$ cat src/uartTxPkg.sv
// uart tx sizes and types; fifoDepth must equal 2**fifoAddrWidth, sbTick and ticksPerBit <= 16, baudDivisor >= 2
`default_nettype none

package uartTxPkg;

	////////////////////
	// frame format
	////////////////////
	localparam int dataBits = 8;		// data bits per frame, lsb first
	localparam int sbTick = 16;		// ticks in the stop bit (16 = one stop bit)
	localparam int ticksPerBit = 16;	// oversampling ticks per start/data bit

	// counter widths inside the serializer
	localparam int tickCntrWidth = 4;	// holds 0..15 ticks
	localparam int bitCntrWidth = $clog2(dataBits);	// data bit index

	////////////////////
	// baud generation
	////////////////////
	localparam int baudDivisor = 4;	// clocks per sTick, kept small for sim
	localparam int baudCntrWidth = $clog2(baudDivisor);

	////////////////////
	// fifo
	////////////////////
	localparam int fifoDepth = 16;
	localparam int fifoAddrWidth = 4;	// pointers wrap naturally at fifoDepth
	localparam int fifoCntrWidth = 5;	// count 0..16 needs the extra bit

	// serializer states
	localparam logic [1:0] stIdle = 2'b00;
	localparam logic [1:0] stStart = 2'b01;
	localparam logic [1:0] stData = 2'b10;
	localparam logic [1:0] stStop = 2'b11;

	// fifo status word, also seen by the host as txStatus
	typedef struct packed {
		logic [fifoCntrWidth-1:0] count;	// entries held
		logic full;		// count == fifoDepth
		logic empty;		// count == 0
	} txFifoStatus;

endpackage

`default_nettype wire

$ cat src/baudTickGen.sv
// free-running oversampling tick; one-clock sTick every baudDivisor clocks, never stopped after reset
`default_nettype none
`timescale 1ns/1ps

module baudTickGen import uartTxPkg::*;
(
	input logic clk,
	input logic reset,
	output logic sTick		// one-clock pulse
);

	logic [baudCntrWidth-1:0] divCnt;	// modulo baudDivisor
	logic wrap;

	assign wrap = (divCnt == baudCntrWidth'(baudDivisor - 1));

	always_ff @(posedge clk or posedge reset)
	begin
		if (reset)
		begin
			divCnt <= '0;
			sTick <= 1'b0;
		end
		else
		begin
			if (wrap)
				divCnt <= '0;	// restart the period
			else
				divCnt <= divCnt + 1'b1;
			sTick <= wrap;	// registered, so glitch free
		end
	end

endmodule

`default_nettype wire

$ cat src/txFifo.sv
// writes while full are dropped silently; pop must only be pulsed while not empty, rdData is the head shown combinationally
`default_nettype none
`timescale 1ns/1ps

module txFifo import uartTxPkg::*;
(
	input logic clk,
	input logic reset,
	input logic [dataBits-1:0] wrData,	// byte from the host
	input logic wrEn,		// one-cycle write strobe
	input logic pop,		// one-cycle read pulse from serializer
	output logic [dataBits-1:0] rdData,	// head entry
	output txFifoStatus status
);

	logic [dataBits-1:0] mem [fifoDepth];	// byte storage, no reset
	logic [fifoAddrWidth-1:0] wrPtr;
	logic [fifoAddrWidth-1:0] rdPtr;
	logic [fifoCntrWidth-1:0] countReg;	// occupancy
	logic full;
	logic empty;
	logic doWrite;
	logic doPop;

	// flags straight off the registered count
	assign full = (countReg == fifoCntrWidth'(fifoDepth));
	assign empty = (countReg == '0);

	assign doWrite = wrEn & ~full;	// full blocks the write
	assign doPop = pop & ~empty;		// guard against a stray pop

	////////////////////
	// storage
	////////////////////
	always_ff @(posedge clk)
	begin
		if (doWrite)
			mem[wrPtr] <= wrData;
	end

	assign rdData = mem[rdPtr];	// head visible without a read cycle

	////////////////////
	// pointers and count
	////////////////////
	always_ff @(posedge clk or posedge reset)
	begin
		if (reset)
		begin
			wrPtr <= '0;
			rdPtr <= '0;
			countReg <= '0;
		end
		else
		begin
			if (doWrite)
				wrPtr <= wrPtr + 1'b1;	// wraps at depth
			if (doPop)
				rdPtr <= rdPtr + 1'b1;
			// write and pop together leave the count alone
			case ({doWrite, doPop})
				2'b10: countReg <= countReg + fifoCntrWidth'(1);
				2'b01: countReg <= countReg - fifoCntrWidth'(1);
				default: countReg <= countReg;
			endcase
		end
	end

	// status word out to serializer and host
	assign status.count = countReg;
	assign status.full = full;
	assign status.empty = empty;

endmodule

`default_nettype wire

$ cat src/uartTrans.sv
// 8N1 serializer; start bit ends on the 16th tick so its length jitters by up to baudDivisor clocks
`default_nettype none
`timescale 1ns/1ps

module uartTrans import uartTxPkg::*;
(
	input logic clk,
	input logic reset,
	input logic sTick,		// oversampling tick
	input logic txStart,		// level, fifo holds data
	input logic [dataBits-1:0] din,	// fifo head
	output logic txDoneTick,	// pop pulse back to fifo
	output logic tx,		// serial line, idles high
	output logic busy
);

	logic [1:0] stateReg;
	logic [1:0] stateNext;
	logic [tickCntrWidth-1:0] sReg;	// ticks within a bit
	logic [tickCntrWidth-1:0] sNext;
	logic [bitCntrWidth-1:0] nReg;	// data bit index
	logic [bitCntrWidth-1:0] nNext;
	logic [dataBits-1:0] bReg;		// shift register, lsb goes out first
	logic [dataBits-1:0] bNext;
	logic txReg;
	logic txNext;
	logic lastBitTick;		// 16th tick of a start/data bit
	logic lastStopTick;

	assign lastBitTick = sTick & (sReg == tickCntrWidth'(ticksPerBit - 1));
	assign lastStopTick = sTick & (sReg == tickCntrWidth'(sbTick - 1));

	////////////////////
	// state registers
	////////////////////
	always_ff @(posedge clk or posedge reset)
	begin
		if (reset)
		begin
			stateReg <= stIdle;
			sReg <= '0;
			nReg <= '0;
			txReg <= 1'b1;	// line idles high
		end
		else
		begin
			stateReg <= stateNext;
			sReg <= sNext;
			nReg <= nNext;
			txReg <= txNext;
		end
	end

	// payload, no reset needed
	always_ff @(posedge clk)
	begin
		bReg <= bNext;
	end

	////////////////////
	// next state
	////////////////////
	always_comb
	begin
		stateNext = stateReg;
		sNext = sReg;
		nNext = nReg;
		bNext = bReg;
		txNext = txReg;	// tx only changes on bit boundaries
		txDoneTick = 1'b0;

		case (stateReg)
			stIdle:
			begin
				txNext = 1'b1;
				if (txStart)
				begin
					txDoneTick = 1'b1;	// pop and capture in the same cycle
					bNext = din;
					txNext = 1'b0;	// start bit on the next clock
					sNext = '0;
					stateNext = stStart;
				end
			end

			stStart:
			begin
				if (lastBitTick)
				begin
					sNext = '0;
					nNext = '0;
					txNext = bReg[0];	// first data bit
					stateNext = stData;
				end
				else if (sTick)
					sNext = sReg + 1'b1;
			end

			stData:
			begin
				if (lastBitTick)
				begin
					sNext = '0;
					bNext = bReg >> 1;	// drop the bit just sent
					if (nReg == bitCntrWidth'(dataBits - 1))
					begin
						txNext = 1'b1;	// stop bit
						stateNext = stStop;
					end
					else
					begin
						nNext = nReg + 1'b1;
						txNext = bReg[1];	// next bit up
					end
				end
				else if (sTick)
					sNext = sReg + 1'b1;
			end

			stStop:
			begin
				if (lastStopTick)
				begin
					sNext = '0;
					stateNext = stIdle;	// next pop can follow right away
				end
				else if (sTick)
					sNext = sReg + 1'b1;
			end

			default: stateNext = stIdle;
		endcase
	end

	assign tx = txReg;
	assign busy = (stateReg != stIdle);

endmodule

`default_nettype wire

$ cat src/uartTxTop.sv
// uart transmit top; no back-pressure beyond status.full, bytes written while full are lost
`default_nettype none
`timescale 1ns/1ps

module uartTxTop import uartTxPkg::*;
(
	input logic clk,
	input logic reset,
	input logic [dataBits-1:0] wrData,	// byte to send
	input logic wrEn,		// one-cycle strobe
	output logic tx,		// serial out
	output txFifoStatus txStatus,	// fifo count/full/empty
	output logic txBusy		// serializer not idle
);

	logic [dataBits-1:0] rdData;	// fifo head to serializer
	logic txDoneTick;		// pop pulse
	logic sTick;
	logic txStart;

	assign txStart = ~txStatus.empty;	// send whenever data waits

	////////////////////
	// input side
	////////////////////
	txFifo fifo (
		.clk(clk),
		.reset(reset),
		.wrData(wrData),
		.wrEn(wrEn),
		.pop(txDoneTick),
		.rdData(rdData),
		.status(txStatus)
	);

	// 16x oversampling tick
	baudTickGen tickGen (
		.clk(clk),
		.reset(reset),
		.sTick(sTick)
	);

	////////////////////
	// output side
	////////////////////
	uartTrans trans (
		.clk(clk),
		.reset(reset),
		.sTick(sTick),
		.txStart(txStart),
		.din(rdData),
		.txDoneTick(txDoneTick),
		.tx(tx),
		.busy(txBusy)
	);

endmodule

`default_nettype wire
$ cat config.mk
export PLATFORM = sky130hd
export DESIGN_NAME = uartTxTop
export DESIGN_NICKNAME = d
export VERILOG_FILES = /design/src/uartTxPkg.sv /design/src/baudTickGen.sv /design/src/txFifo.sv /design/src/uartTrans.sv /design/src/uartTxTop.sv
export SDC_FILE = /design/constraint.sdc
export NUM_CORES = 1
export LEC_CHECK = 0
export BUFFER_PORTS_ARGS = -buffer_cell sky130_fd_sc_hd__buf_2
export CAP_MARGIN = 15
export CORE_ASPECT_RATIO = 1.75
export CORE_MARGIN = 5
export CORE_UTILIZATION = 56
export DETAILED_ROUTE_END_ITERATION = 10
export HOLD_SLACK_MARGIN = 0.08
export PLACE_DENSITY = 0.78
export SLEW_MARGIN = 20
export SYNTH_ARGS = -nofsm -noshare
export SYNTH_HDL_FRONTEND = slang
export SYNTH_SLANG_ARGS = --single-unit
$ cat constraint.sdc
create_clock -name clk -period 2.7 [get_ports clk]
set_input_delay 0.405 -clock clk [delete_from_list [all_inputs] [get_ports clk]]
set_output_delay 0.405 -clock clk [all_outputs]
set_load 0.1 [all_outputs]
==> impl_metrics.env <==
export IMPL_status="complete, no violations"
export IMPL_clock_sinks=162
export IMPL_max_stage_delay_ns=0.46
export IMPL_syn_area_mm2=0.00677
export IMPL_intPower_mw=4.76
export IMPL_p_per_area_mw_per_mm2=847
export IMPL_power_switching_mw=1.83
export IMPL_first_global_vias=3756
export IMPL_hold_viol_final=0
export IMPL_crit_type="flip-flop to flip-flop"
export IMPL_hp_class="input pin to flip-flop"
export IMPL_cts_buffers=17
export IMPL_clock_latency_ns=0.42
export IMPL_maxSlewViolCount=0
export IMPL_dp_cells=542
export IMPL_syn2layout_area_growth_pct=14.9
export IMPL_track_usage=0.197
export IMPL_setup_violations_final=0
export IMPL_startpoint="fifo.countReg[3]"
export IMPL_globalplace_congestion=0.749
export IMPL_rows=53
export IMPL_die_h_um=155
export IMPL_netlist_instances=383
export IMPL_synth_seq_cells=162
export IMPL_p_sw_frac=0.278
export IMPL_synth_edf_count=136
export IMPL_final_layout_size_suffix_gt1_frac=0.290
export IMPL_wl_mm=12.9
export IMPL_drt_iter0_drc=234
export IMPL_worstPathRequired_ns=3.03
export IMPL_clkTransAtPathRegs_ns=0.06
export IMPL_hp_start="wrData[7]"
export IMPL_slew_headroom=0.387
export IMPL_drt_pass1_iterations=5
export IMPL_critical_path_buf_inv_count=1
export IMPL_yosysSeqAreaShare=0.700
export IMPL_ir_worst_vdd_v=0.000442
export IMPL_yosys_warnings=0
export IMPL_p_comb_frac=0.159
export IMPL_grt_pass1_wl_mm=20.7
export IMPL_grt_max_degree=25
export IMPL_synth_top_cell_by_area="edfxtp_1"
export IMPL_async_flop_share=0.160
export IMPL_p_clk_frac=0.361
export IMPL_cp_slowest_cell="dfrtp_2"
export IMPL_start_kind="flip-flop"
export IMPL_initial_utilization=0.567
export IMPL_die_width_um=93.1
export IMPL_crit_chain="nor4_4 > a21boi_2 > inv_1 > ha_4 > xor2_1 > ha_2 > a21oi_1 > or3b_4 > a31oi_2 > xnor2_1"
export IMPL_ant_nets=0
export IMPL_wire_per_inst_um=22.5
export IMPL_antenna_found_initial=0
export IMPL_final_nets=454
export IMPL_fp_dieArea_mm2=0.0145
export IMPL_viasPerCell=6.08
export IMPL_timing_fmax_ghz=0.391
export IMPL_htreeDepth=4
export IMPL_rsz0062_at_grt="false"
export IMPL_synth_area_leaders="edfxtp_1, mux4_2, dfrtp_1"
export IMPL_cap_violations=0
export IMPL_core_area_mm2=0.0119
export IMPL_crit_fanout=9
export IMPL_tritoncts="yes"
export IMPL_cts_root_buf="clkbuf_16"
export IMPL_final_setup_worst_slack_ns=0.142
export IMPL_layout_common_cells="edfxtp_1, mux4_2, buf_4"
export IMPL_end_kind="flip-flop"
export IMPL_drc_errors=0
export IMPL_pin_count=20
export IMPL_whs_path_depth=1
export IMPL_antenna_cells=0
export IMPL_dp_hpwl_mm=8.67
export IMPL_final_common_cell="edfxtp_1"
export IMPL_cp_data_arrival_time_ns=2.89
export IMPL_synthDistinctLibCells=47
export IMPL_ys_flop_type="edfxtp_1"
export IMPL_regToRegSetupSlack_ns=0.14
export IMPL_nFillCells=788
export IMPL_port_buffers=19
export IMPL_holdPathEnd="fifo.mem[2][7]"
export IMPL_period_needed_ns=2.56
export IMPL_r2r_cells=10
export IMPL_gr_total_overflow=0
export IMPL_p_leak_nw=2.75
export IMPL_sequentialPowerShare=0.480
export IMPL_crit_family="simple AND/OR/NAND/NOR gates"
export IMPL_fin_cells=575
export IMPL_syn_nets=411
export IMPL_dr_total_vias=3495
export IMPL_synth_top_area_share=0.604
export IMPL_fin_skew_ns=0.0129
export IMPL_rr_endpoint="fifo.countReg[4]"
export IMPL_rr_startpoint="fifo.countReg[3]"
export IMPL_cts_buffer_depth=2
export IMPL_post_route_period_util=0.947
export IMPL_avgSynthCellArea_um2=17.7
export IMPL_tns_ns=0
export IMPL_worstMarginPinSlew_ns=0.920
export IMPL_dpl_worst_slack_ns=0.0180
what timing repair did:
action,4_1_cts,5_1_grt
setup endpoints to repair,0,1
setup buffers,0,1
hold buffers,1,0
gates resized for setup,0,2
endpoints found under the hold margin,11,0
sequential cells by signal, summed over array words and instances, names as in the netlist:
name and cells:
fifo.wrPtr 4, tickGen.divCnt 2, trans.bReg 8, fifo.rdPtr 4, fifo.mem 128, tickGen.sTick 1, trans.sReg 4, trans.stateReg 2
trans.nReg 3, fifo.countReg 5, trans.tx 1
cell usage after synthesis, types with 2 or more instances:
| cell type | instances |
|---|---|
| and3_1 | 2 |
| a31oi_1 | 2 |
| a21o_1 | 8 |
| mux2_2 | 4 |
| buf_4 | 5 |
| xnor2_1 | 7 |
| nand2b_1 | 4 |
| o22ai_1 | 7 |
| a211oi_1 | 7 |
| clkbuf_1 | 7 |
| a22o_1 | 5 |
| inv_1 | 9 |
| nand2_1 | 17 |
| and2_1 | 2 |
| nor3_1 | 6 |
| buf_2 | 5 |
| dfrtp_1 | 25 |
| nand3_1 | 2 |
| o21ai_0 | 12 |
| nor2_1 | 18 |
| nand4_1 | 3 |
| xor2_1 | 5 |
| mux4_2 | 32 |
| a21oi_1 | 8 |
| ha_1 | 17 |
| mux2i_1 | 8 |
| edfxtp_1 | 136 |
worst max path at each step:
stage                        to  depth (start not counted)
6_report       fifo.countReg[4]                         10
5_1_grt        fifo.countReg[4]                         10
4_1_cts        fifo.countReg[4]                         10
3_3_place_gp   fifo.countReg[4]                         10
3_5_place_dp   fifo.countReg[4]                         10
2_1_floorplan  fifo.countReg[4]                         12
worst register-to-register path: stages (launching register included):
cell and delay, ns:
dfrtp_2 0.46, nor4_4 0.42, a21boi_2 0.12, inv_1 0.13
ha_4 0.20, xor2_1 0.17, ha_2 0.23, a21oi_1 0.07
or3b_4 0.38, a31oi_2 0.15, xnor2_1 0.13
metrics by stage:
step                power [mW]   util  instance area [um2]  hold slack, ns
finish                    6.58  0.651                 7770           0.361
global route              6.83  0.651                 7770           0.364
CTS                       6.62  0.649                 7750           0.346
detailed placement        4.24  0.599                 7150           0.424
global placement          4.18  0.599                 7150           0.413
floorplan                 3.94      -                 6810           0.403
cell families after synthesis:
group / after synthesis / share of synthesized area
buffers and inverters: 29 / 0.0211
xor gates and xnor gates: 12 / 0.0155
AOI/OAI and AO/OA: 56 / 0.0553
and+or+nand+nor: 62 / 0.0477
muxes: 45 / 0.129
DFF: 162 / 0.700
adders and majority gates: 17 / 0.0314
per-layer routing:
| metal | GRT usage | wire length (um) |
|---|---|---|
| met3 | 0.0493 | 399 |
| met2 | 0.364 | 7530 |
| met5 | 0 | 0 |
| met4 | 0.0615 | 209 |
| met1 | 0.219 | 4800 |
layout make-up:
cell class | count | area [um2] | area share
inverter | 9 | 37.5 | 0.00483
clock inverter | 13 | 158 | 0.0203
clock buffer | 18 | 429 | 0.0552
sequential | 162 | 4740 | 0.610
timing repair buffer | 44 | 298 | 0.0383
tap | 137 | 171 | 0.0221
multi-input combinational | 192 | 1930 | 0.249
power groups by stage:
stage	combinational, mW	clock, mW	sequential [mW]
2_1_floorplan	0.527	0	3.41
3_3_place_gp	0.997	0	3.19
3_5_place_dp	1.03	0	3.21
4_1_cts	1.04	2.42	3.17
5_1_grt	1.12	2.53	3.18
6_report	1.05	2.37	3.16
Power figures use the tool's default switching activity.
